[config.mk]
export PLATFORM = sky130hd
export DESIGN_NAME = ooo_core_top
export DESIGN_NICKNAME = d
export VERILOG_FILES = /design/src/verilog/ooo_pkg.sv /design/src/verilog/arch_regfile.sv /design/src/verilog/dispatch_unit.sv /design/src/verilog/exec_lane.sv /design/src/verilog/ooo_core_top.sv /design/src/verilog/rob.sv
export VERILOG_INCLUDE_DIRS = /design/src /design/src/include
export SDC_FILE = /design/constraint.sdc
export NUM_CORES = 2
export LEC_CHECK = 0
export BUFFER_PORTS_ARGS = -buffer_cell sky130_fd_sc_hd__buf_2
export CORE_MARGIN = 10
export CORE_UTILIZATION = 45
export DETAILED_ROUTE_END_ITERATION = 6
export HOLD_SLACK_MARGIN = 0.12
export SLEW_MARGIN = 0
export SYNTH_ARGS = -nofsm -noshare
export SYNTH_HDL_FRONTEND = slang
export SYNTH_SLANG_ARGS = --single-unit
[constraint.sdc]
create_clock -name clk -period 16.76 [get_ports clk]
set_input_delay 3.352 -clock clk [delete_from_list [all_inputs] [get_ports clk]]
set_output_delay 3.352 -clock clk [all_outputs]
set_load 0.1 [all_outputs]
[src/include/ooo_params.svh]
`ifndef OOO_PARAMS_SVH
`define OOO_PARAMS_SVH

// datapath width
`define OOO_XLEN 32

// architectural registers
`define OOO_NREGS 16
`define OOO_REG_W 4

// reorder buffer, pointers carry one extra wrap bit
`define OOO_ROB_DEPTH 8
`define OOO_ROB_ADDR_W 3

// execution resources
`define OOO_NUM_LANES 2
`define OOO_RETIRE_WIDTH 2
`define OOO_MUL_LATENCY 3

`endif

[src/verilog/ooo_pkg.sv]
`include "ooo_params.svh"

package ooo_pkg;

    typedef enum logic [2:0] {
        OP_ADD = 3'd0,
        OP_SUB = 3'd1,
        OP_AND = 3'd2,
        OP_XOR = 3'd3,
        OP_MUL = 3'd4
    } alu_op_e;

    typedef enum logic [1:0] {
        ENTRY_FREE = 2'd0,
        ENTRY_WAIT = 2'd1,
        ENTRY_DONE = 2'd2
    } entry_state_e;

    typedef logic [`OOO_ROB_ADDR_W-1:0] rob_tag_t;

    // imm is zero-extended and replaces src2 when use_imm is set
    typedef struct packed {
        alu_op_e                op;
        logic [`OOO_REG_W-1:0]  dst;
        logic [`OOO_REG_W-1:0]  src1;
        logic [`OOO_REG_W-1:0]  src2;
        logic [15:0]            imm;
        logic                   use_imm;
    } instr_t;

    typedef struct packed {
        logic                   valid;
        alu_op_e                op;
        rob_tag_t               tag;
        logic [`OOO_XLEN-1:0]   opa;
        logic [`OOO_XLEN-1:0]   opb;
    } issue_t;

    typedef struct packed {
        logic                   valid;
        rob_tag_t               tag;
        logic [`OOO_XLEN-1:0]   value;
    } result_t;

    typedef struct packed {
        logic                   done;
        logic [`OOO_XLEN-1:0]   value;
    } operand_t;

    typedef struct packed {
        entry_state_e           state;
        logic [`OOO_REG_W-1:0]  dst;
        logic [`OOO_XLEN-1:0]   value;
    } rob_entry_t;

    typedef struct packed {
        logic                   valid;
        logic [`OOO_REG_W-1:0]  dst;
        logic [`OOO_XLEN-1:0]   value;
        rob_tag_t               tag;
    } retire_t;

endpackage

[src/verilog/arch_regfile.sv]
`timescale 1ns/10ps
`include "ooo_params.svh"

module arch_regfile
    import ooo_pkg::*;
(
    input  logic                                clk,
    input  logic                                rst_n,
    input  retire_t [`OOO_RETIRE_WIDTH-1:0]     retire,
    input  logic [`OOO_REG_W-1:0]               rd_addr1,
    input  logic [`OOO_REG_W-1:0]               rd_addr2,
    output logic [`OOO_XLEN-1:0]                rd_data1,
    output logic [`OOO_XLEN-1:0]                rd_data2
);

    logic [`OOO_XLEN-1:0] regs_q [`OOO_NREGS];

    // slot order, so the younger slot lands last on a shared register
    always_ff @(posedge clk) begin
        if (!rst_n) begin
            for (int r = 0; r < `OOO_NREGS; r++) begin
                regs_q[r] <= '0;
            end
        end else begin
            for (int s = 0; s < `OOO_RETIRE_WIDTH; s++) begin
                if (retire[s].valid && retire[s].dst != '0) begin
                    regs_q[retire[s].dst] <= retire[s].value;
                end
            end
        end
    end

    // r0 is hardwired to zero
    assign rd_data1 = (rd_addr1 == '0) ? '0 : regs_q[rd_addr1];
    assign rd_data2 = (rd_addr2 == '0) ? '0 : regs_q[rd_addr2];

endmodule

[src/verilog/dispatch_unit.sv]
`timescale 1ns/10ps
`include "ooo_params.svh"

module dispatch_unit
    import ooo_pkg::*;
(
    input  logic                                clk,
    input  logic                                rst_n,
    input  logic                                flush,
    input  logic                                in_valid,
    input  instr_t                              in_instr,
    output logic                                in_ready,
    input  logic                                full,
    input  rob_tag_t                            alloc_tag,
    output logic                                alloc_valid,
    output logic [`OOO_REG_W-1:0]               alloc_dst,
    output rob_tag_t                            lookup_tag1,
    output rob_tag_t                            lookup_tag2,
    input  operand_t                            lookup1,
    input  operand_t                            lookup2,
    input  logic [`OOO_NUM_LANES-1:0]           lane_ready,
    output issue_t [`OOO_NUM_LANES-1:0]         issue,
    input  retire_t [`OOO_RETIRE_WIDTH-1:0]     retire,
    output logic [`OOO_REG_W-1:0]               rd_addr1,
    output logic [`OOO_REG_W-1:0]               rd_addr2,
    input  logic [`OOO_XLEN-1:0]                rd_data1,
    input  logic [`OOO_XLEN-1:0]                rd_data2
);

    // scoreboard: pending bit and youngest rob tag per register
    logic [`OOO_NREGS-1:0]          pending_q;
    rob_tag_t                       sb_tag_q [`OOO_NREGS];

    logic                           src1_wait;
    logic                           src2_wait;
    logic                           accept;
    logic [`OOO_NUM_LANES-1:0]      grant;
    logic [`OOO_NUM_LANES-1:0]      issue_vld;
    logic [`OOO_XLEN-1:0]           opa;
    logic [`OOO_XLEN-1:0]           opb;

    assign rd_addr1    = in_instr.src1;
    assign rd_addr2    = in_instr.src2;
    assign lookup_tag1 = sb_tag_q[in_instr.src1];
    assign lookup_tag2 = sb_tag_q[in_instr.src2];

    // a pending source must already be done in the rob
    assign src1_wait = pending_q[in_instr.src1] && !lookup1.done;
    assign src2_wait = !in_instr.use_imm && pending_q[in_instr.src2] && !lookup2.done;

    // lowest ready lane wins
    assign grant = lane_ready & ~(lane_ready - 1'b1);

    assign in_ready    = !flush && !full && (|lane_ready) && !src1_wait && !src2_wait;
    assign accept      = in_valid && in_ready;
    assign alloc_valid = accept;
    assign alloc_dst   = in_instr.dst;

    // forward from the rob when the producer has not retired yet
    assign opa = pending_q[in_instr.src1] ? lookup1.value : rd_data1;
    assign opb = in_instr.use_imm ? {{(`OOO_XLEN-16){1'b0}}, in_instr.imm} :
                 pending_q[in_instr.src2] ? lookup2.value : rd_data2;

    always_comb begin
        for (int i = 0; i < `OOO_NUM_LANES; i++) begin
            issue[i].valid = accept && grant[i];
            issue[i].op    = in_instr.op;
            issue[i].tag   = alloc_tag;
            issue[i].opa   = opa;
            issue[i].opb   = opb;
            issue_vld[i]   = issue[i].valid;
        end
    end

    always_ff @(posedge clk) begin
        if (!rst_n || flush) begin
            pending_q <= '0;
            for (int r = 0; r < `OOO_NREGS; r++) begin
                sb_tag_q[r] <= '0;
            end
        end else begin
            // clear only if the retiring entry is still the youngest writer
            for (int s = 0; s < `OOO_RETIRE_WIDTH; s++) begin
                if (retire[s].valid && sb_tag_q[retire[s].dst] == retire[s].tag) begin
                    pending_q[retire[s].dst] <= 1'b0;
                end
            end
            // a new allocation overrides a retire on the same register
            if (accept && in_instr.dst != '0) begin
                pending_q[in_instr.dst] <= 1'b1;
                sb_tag_q[in_instr.dst]  <= alloc_tag;
            end
        end
    end

    a_single_issue: assert property (@(posedge clk) disable iff (!rst_n)
        $onehot0(issue_vld))
        else $error("dispatch_unit: more than one lane issued");

endmodule

[src/verilog/exec_lane.sv]
`timescale 1ns/10ps
`include "ooo_params.svh"

module exec_lane
    import ooo_pkg::*;
(
    input  logic    clk,
    input  logic    rst_n,
    input  logic    flush,
    input  issue_t  issue_in,
    output logic    lane_ready,
    output result_t result
);

    localparam int LAT = `OOO_MUL_LATENCY;

    // last stage drives the write-back port
    result_t [LAT-1:0]          stage_q;
    result_t                    issue_res;
    logic [2*`OOO_XLEN-1:0]     product;
    logic                       is_mul;

    assign is_mul  = (issue_in.op == OP_MUL);
    assign product = issue_in.opa * issue_in.opb;

    always_comb begin
        issue_res.valid = issue_in.valid;
        issue_res.tag   = issue_in.tag;
        case (issue_in.op)
            OP_ADD:  issue_res.value = issue_in.opa + issue_in.opb;
            OP_SUB:  issue_res.value = issue_in.opa - issue_in.opb;
            OP_AND:  issue_res.value = issue_in.opa & issue_in.opb;
            OP_XOR:  issue_res.value = issue_in.opa ^ issue_in.opb;
            OP_MUL:  issue_res.value = product[`OOO_XLEN-1:0];
            default: issue_res.value = '0;
        endcase
    end

    // a multiply about to reach the last stage blocks a simple op
    assign lane_ready = !stage_q[LAT-2].valid;
    assign result     = stage_q[LAT-1];

    always_ff @(posedge clk) begin
        stage_q[0]       <= issue_res;
        stage_q[0].valid <= issue_in.valid && is_mul;
        for (int i = 1; i < LAT; i++) begin
            stage_q[i] <= stage_q[i-1];
        end
        // simple ops skip straight to the output stage
        if (issue_in.valid && !is_mul) begin
            stage_q[LAT-1] <= issue_res;
        end
        if (!rst_n || flush) begin
            for (int i = 0; i < LAT; i++) begin
                stage_q[i].valid <= 1'b0;
            end
        end
    end

    a_issue_ready: assert property (@(posedge clk) disable iff (!rst_n)
        issue_in.valid |-> lane_ready)
        else $error("exec_lane: issue while lane not ready");

endmodule

[src/verilog/ooo_core_top.sv]
`timescale 1ns/10ps
`include "ooo_params.svh"

module ooo_core_top
    import ooo_pkg::*;
(
    input  logic                                clk,
    input  logic                                rst_n,
    input  logic                                flush,
    input  logic                                in_valid,
    input  instr_t                              in_instr,
    output logic                                in_ready,
    output retire_t [`OOO_RETIRE_WIDTH-1:0]     retire
);

    logic                               full;
    rob_tag_t                           alloc_tag;
    logic                               alloc_valid;
    logic [`OOO_REG_W-1:0]              alloc_dst;
    rob_tag_t                           lookup_tag1;
    rob_tag_t                           lookup_tag2;
    operand_t                           lookup1;
    operand_t                           lookup2;
    logic [`OOO_NUM_LANES-1:0]          lane_ready;
    issue_t [`OOO_NUM_LANES-1:0]        issue;
    result_t [`OOO_NUM_LANES-1:0]       result;
    logic [`OOO_REG_W-1:0]              rd_addr1;
    logic [`OOO_REG_W-1:0]              rd_addr2;
    logic [`OOO_XLEN-1:0]               rd_data1;
    logic [`OOO_XLEN-1:0]               rd_data2;

    dispatch_unit dispatch_unit_inst (
        .clk         (clk),
        .rst_n       (rst_n),
        .flush       (flush),
        .in_valid    (in_valid),
        .in_instr    (in_instr),
        .in_ready    (in_ready),
        .full        (full),
        .alloc_tag   (alloc_tag),
        .alloc_valid (alloc_valid),
        .alloc_dst   (alloc_dst),
        .lookup_tag1 (lookup_tag1),
        .lookup_tag2 (lookup_tag2),
        .lookup1     (lookup1),
        .lookup2     (lookup2),
        .lane_ready  (lane_ready),
        .issue       (issue),
        .retire      (retire),
        .rd_addr1    (rd_addr1),
        .rd_addr2    (rd_addr2),
        .rd_data1    (rd_data1),
        .rd_data2    (rd_data2)
    );

    for (genvar i = 0; i < `OOO_NUM_LANES; i++) begin : g_lane
        exec_lane exec_lane_inst (
            .clk        (clk),
            .rst_n      (rst_n),
            .flush      (flush),
            .issue_in   (issue[i]),
            .lane_ready (lane_ready[i]),
            .result     (result[i])
        );
    end

    rob rob_inst (
        .clk         (clk),
        .rst_n       (rst_n),
        .flush       (flush),
        .alloc_valid (alloc_valid),
        .alloc_dst   (alloc_dst),
        .alloc_tag   (alloc_tag),
        .full        (full),
        .lookup_tag1 (lookup_tag1),
        .lookup_tag2 (lookup_tag2),
        .lookup1     (lookup1),
        .lookup2     (lookup2),
        .result      (result),
        .retire      (retire)
    );

    arch_regfile arch_regfile_inst (
        .clk      (clk),
        .rst_n    (rst_n),
        .retire   (retire),
        .rd_addr1 (rd_addr1),
        .rd_addr2 (rd_addr2),
        .rd_data1 (rd_data1),
        .rd_data2 (rd_data2)
    );

endmodule

[src/verilog/rob.sv]
`timescale 1ns/10ps
`include "ooo_params.svh"

module rob
    import ooo_pkg::*;
(
    input  logic                                clk,
    input  logic                                rst_n,
    input  logic                                flush,
    input  logic                                alloc_valid,
    input  logic [`OOO_REG_W-1:0]               alloc_dst,
    output rob_tag_t                            alloc_tag,
    output logic                                full,
    input  rob_tag_t                            lookup_tag1,
    input  rob_tag_t                            lookup_tag2,
    output operand_t                            lookup1,
    output operand_t                            lookup2,
    input  result_t [`OOO_NUM_LANES-1:0]        result,
    output retire_t [`OOO_RETIRE_WIDTH-1:0]     retire
);

    localparam int DEPTH = `OOO_ROB_DEPTH;
    localparam int AW    = `OOO_ROB_ADDR_W;

    rob_entry_t     entries_q [DEPTH];

    // msb of each pointer is the wrap bit
    logic [AW:0]    head_q;
    logic [AW:0]    tail_q;
    logic [AW:0]    head_next;
    logic [AW:0]    rd_ptr;
    logic           stop;

    assign full = (head_q[AW] != tail_q[AW]) && (head_q[AW-1:0] == tail_q[AW-1:0]);
    assign alloc_tag = tail_q[AW-1:0];

    // operand lookup for dispatch, straight from the registered table
    assign lookup1.done  = (entries_q[lookup_tag1].state == ENTRY_DONE);
    assign lookup1.value = entries_q[lookup_tag1].value;
    assign lookup2.done  = (entries_q[lookup_tag2].state == ENTRY_DONE);
    assign lookup2.value = entries_q[lookup_tag2].value;

    // in-order retire, stop at the first entry not done or at the tail
    always_comb begin
        rd_ptr = head_q;
        stop   = 1'b0;
        for (int i = 0; i < `OOO_RETIRE_WIDTH; i++) begin
            retire[i] = '0;
            if (!stop && rd_ptr != tail_q &&
                entries_q[rd_ptr[AW-1:0]].state == ENTRY_DONE) begin
                retire[i].valid = 1'b1;
                retire[i].dst   = entries_q[rd_ptr[AW-1:0]].dst;
                retire[i].value = entries_q[rd_ptr[AW-1:0]].value;
                retire[i].tag   = rd_ptr[AW-1:0];
                rd_ptr          = rd_ptr + 1'b1;
            end else begin
                stop = 1'b1;
            end
        end
        head_next = rd_ptr;
    end

    always_ff @(posedge clk) begin
        if (!rst_n || flush) begin
            head_q <= '0;
            tail_q <= '0;
            for (int j = 0; j < DEPTH; j++) begin
                entries_q[j].state <= ENTRY_FREE;
            end
        end else begin
            // write-back by tag
            for (int l = 0; l < `OOO_NUM_LANES; l++) begin
                if (result[l].valid) begin
                    entries_q[result[l].tag].state <= ENTRY_DONE;
                    entries_q[result[l].tag].value <= result[l].value;
                end
            end

            // free retired entries
            for (int s = 0; s < `OOO_RETIRE_WIDTH; s++) begin
                if (retire[s].valid) begin
                    entries_q[retire[s].tag].state <= ENTRY_FREE;
                end
            end
            head_q <= head_next;

            // tail entry is free whenever the buffer is not full
            if (alloc_valid) begin
                entries_q[tail_q[AW-1:0]].state <= ENTRY_WAIT;
                entries_q[tail_q[AW-1:0]].dst   <= alloc_dst;
                tail_q <= tail_q + 1'b1;
            end
        end
    end

    a_no_alloc_full: assert property (@(posedge clk) disable iff (!rst_n)
        alloc_valid |-> !full)
        else $error("rob: allocation while full");

    for (genvar g = 0; g < `OOO_NUM_LANES; g++) begin : g_wb_check
        a_wb_waiting: assert property (@(posedge clk) disable iff (!rst_n || flush)
            result[g].valid |-> entries_q[result[g].tag].state == ENTRY_WAIT)
            else $error("rob: write-back to entry %0d not waiting", result[g].tag);
    end

endmodule
==> impl_metrics.py <==
metrics = {
    "timing": {
        "finalMaxSlewViolations": 0,
        "setup_viol": 0,
        "fin_setup_tns_ns": 0,
        "finalCritPeriodShare": 0.864,
        "min_period_ns": 14.49,
        "relSlewSlack": 0.102,
        "hold_viol_final": 0,
        "rsz0062_at_grt": "false",
        "clock-skew-final_ns": 0.0489,
        "fmax_mhz": 69.0,
        "tightest_slew_ns": 1.34,
    },
    "cells_and_area": {
        "area_growth_pct": 9.11,
        "nets": 7674,
        "drive_gt1_frac": 0.213,
        "multiInputGateArea_um2": 47600,
        "layout_commonest_cell": "nand2_1",
        "design_area_um2": 88300,
        "mostFrequentLayoutCells": "nand2_1, edfxtp_1, inv_1",
        "seqCellArea_um2": 29200,
        "fill_cells": 15726,
    },
    "critical_path": {
        "critPathRequiredTime_ns": 17.36,
        "r2r-end": "g_lane[1].exec_lane_inst.result[26]",
        "critPathLaunch": "in_instr[21]",
        "rrSetupSlack_ns": 4.99,
        "path_class": "input pin to flop",
        "max_stage_delay_ns": 0.99,
        "cp_max_fo": 57,
        "crit_path_top_delay_cell": "mux4_4",
        "crit_top_cell": "fa_1",
        "cp.arrival_ns": 15.09,
        "crit_path_end_kind": "flop",
        "r2r_start": "dispatch_unit_inst.sb_tag_q[14][0]",
        "cp-endpoint": "g_lane[1].exec_lane_inst.result[26]",
        "r2r_cells": 29,
        "cp-start-kind": "input pin",
    },
    "cts": {
        "root_buffer": "clkbuf_16",
        "cts_buffer_depth": 3,
        "cts.clk_slew.worst_paths_ns": 0.06,
        "cts_inserted_buffers": 114,
        "hold_buffers": 0,
        "cts_max_level": 3,
        "cts_tree": "done",
        "post_cts_buffers": 0,
        "insertion_delay_ns": 0.78,
        "cts_resized": 0,
        "clkSinkCount": 1034,
    },
    "grt": {
        "grt_max_degree": 90,
        "grt_first_pass_wirelength_mm": 453,
        "overflow": 0,
        "grt_pass1_vias": 62762,
        "antenna_found_initial": 2,
        "grt_usage": 0.313,
    },
    "place": {
        "hpwlAfterDp_mm": 207,
        "port_buffers": 116,
        "place_area_um2": 84200,
        "gp_congestion": 0.968,
    },
    "synthesis": {
        "ys_types": 97,
        "synth_async_sr_flop_share": 0,
        "synth_area_per_cell_um2": 11.3,
        "ys_ff_latch": 1034,
        "syn_inst": 7181,
        "synth_area_um2": 80900,
        "ys_seq_area_frac": 0.361,
        "synth_warnings": 0,
        "synth_ff_type": "edfxtp_1",
        "synth_edf_count": 848,
    },
    "routing": {
        "first_iter_violations": 8643,
        "routed_via_density": 6.66,
        "dr.pass1.iters": 7,
        "dr_total_vias": 63238,
        "ant_nets": 0,
        "wl_per_cell_um": 33.4,
        "drc": 0,
        "routed_wl_mm": 318,
    },
    "floorplan": {
        "coreArea_um2": 179000,
        "num_io_pins": 117,
        "die-area_um2": 197000,
        "initial_core_util": 0.453,
        "rows": 155,
        "die-width_um": 444,
        "die_y_um": 444,
    },
    "power_and_ir_drop": {
        "p_per_area_nw_per_um2": 138,
        "vdd_drop_max_uv": 324,
        "p_leak_nw": 33.0,
    },
    "status": {
        "status": "finished, final reports clean",
    },
    "min_path": {
        "min-delay-path-class": "flop to flop",
    },
    "job": {
        "cap_violations": 0,
    },
}
==> worst max-delay path: cells and delay by family <==
kind                       cells  cell delay, ns
and+or+nand+nor                2            0.40
adders and majority gates      9            4.02
muxes                          3            1.80
AOI/OAI and AO/OA              9            2.91
buffers and inverters          7            2.52
==> worst min-delay path by stage <==
stage / depth (start not counted) / from / end
2_1_floorplan: 0 / g_lane[1].exec_lane_inst.stage_q[0] / g_lane[1].exec_lane_inst.stage_q[36]
3_3_place_gp: 0 / g_lane[1].exec_lane_inst.stage_q[24] / g_lane[1].exec_lane_inst.stage_q[60]
3_5_place_dp: 0 / g_lane[1].exec_lane_inst.stage_q[23] / g_lane[1].exec_lane_inst.stage_q[59]
4_1_cts: 0 / g_lane[1].exec_lane_inst.stage_q[26] / g_lane[1].exec_lane_inst.stage_q[62]
5_1_grt: 0 / g_lane[1].exec_lane_inst.stage_q[26] / g_lane[1].exec_lane_inst.stage_q[62]
6_report: 0 / g_lane[1].exec_lane_inst.stage_q[26] / g_lane[1].exec_lane_inst.stage_q[62]
==> state kept, by name, summed over array words and instances (netlist names) <==
| name | count |
|---|---|
| arch_regfile_inst.regs_q | 512 |
| rob_inst.entries_q | 304 |
| g_lane.exec_lane_inst.stage_q | 74 |
| g_lane.exec_lane_inst.result | 72 |
| dispatch_unit_inst.sb_tag_q | 48 |
| dispatch_unit_inst.pending_q | 16 |
| rob_inst.head_q | 4 |
| rob_inst.tail_q | 4 |
==> cell usage after synthesis, types with 10 or more instances <==
master | instances | share of area
o21ai_0 | 83 | 0.0051
o211ai_1 | 26 | 0.0024
a31oi_1 | 57 | 0.0044
nand4_1 | 15 | 0.0012
nand3_1 | 61 | 0.0038
buf_6 | 10 | 0.0014
nor2b_1 | 51 | 0.0039
a221o_1 | 19 | 0.0024
nor2_1 | 400 | 0.019
buf_2 | 101 | 0.0062
clkinv_1 | 16 | 0.00074
a22oi_1 | 10 | 0.00093
o21ai_1 | 12 | 0.00074
and2_1 | 89 | 0.0069
nand2_1 | 946 | 0.044
o22ai_1 | 34 | 0.0026
mux4_2 | 491 | 0.14
dfxtp_1 | 186 | 0.046
inv_1 | 558 | 0.026
or2_2 | 15 | 0.0012
xor2_1 | 29 | 0.0031
and2_0 | 20 | 0.0015
o31ai_1 | 476 | 0.044
xnor2_1 | 113 | 0.012
or3_1 | 73 | 0.0056
and3_1 | 17 | 0.0013
fa_1 | 409 | 0.10
nor3_1 | 76 | 0.0047
nor4_1 | 16 | 0.0012
mux2i_1 | 394 | 0.049
buf_4 | 14 | 0.0013
a211oi_1 | 68 | 0.0063
clkbuf_1 | 436 | 0.020
ha_1 | 189 | 0.029
a21oi_1 | 153 | 0.0095
a21o_1 | 25 | 0.0023
edfxtp_1 | 848 | 0.31
buf_1 | 58 | 0.0027
o21a_1 | 13 | 0.0012
mux2_2 | 357 | 0.050
a2bb2oi_1 | 17 | 0.0018
nand2b_1 | 37 | 0.0029
==> cell type report <==
type,count,area share
flip-flops and latches,1034,0.331
diodes,1,0.0000284
well taps,2355,0.0334
clock buffers,142,0.0356
clock inverters,76,0.0104
repair buffers,331,0.0258
multi-input cells,4980,0.539
inverters,579,0.0246
==> routing by layer <==
layer	global-route usage	up-vias	share of wire
met1	0.418	31989	0.38
met4	0.167	0	0.065
met5	0	-	0
li1	-	25948	-
met2	0.477	4493	0.44
met3	0.0646	808	0.12
==> cell families (layout without fill, tap and decap cells) <==
family,count (synthesis),after routing,share of synthesized area
xor gates and xnor gates,146,146,0.0165
adders and majority gates,599,599,0.131
and+or+nand+nor,1847,1847,0.0999
muxes,1244,1244,0.236
buffers and inverters,1201,1128,0.0594
DFF,1034,1034,0.361
AOI/OAI and AO/OA,1109,1109,0.0972
other,1,36,0.0000464
==> report_power, final <==
part           total, W  switching (W)  internal, W
clock network   0.00273        0.00116      0.00156
logic           0.00624        0.00366      0.00259
registers       0.00319       0.000182      0.00301
==> through the flow <==
stage / hold WS (ns) / util / cells / total power (W) / setup WS, ns
finish: 0.307 / 0.494 / 9498 / 0.0122 / 2.27
global route: 0.303 / 0.494 / 9498 / 0.0128 / 1.77
CTS: 0.300 / 0.494 / 9497 / 0.0121 / 2.43
detailed placement: 0.312 / 0.471 / 9279 / 0.00934 / 1.69
global placement: 0.310 / 0.471 / 9279 / 0.00930 / 1.92
floorplan: 0.310 / - / 7215 / 0.00737 / 3.51
Power figures use the tool's default switching activity.
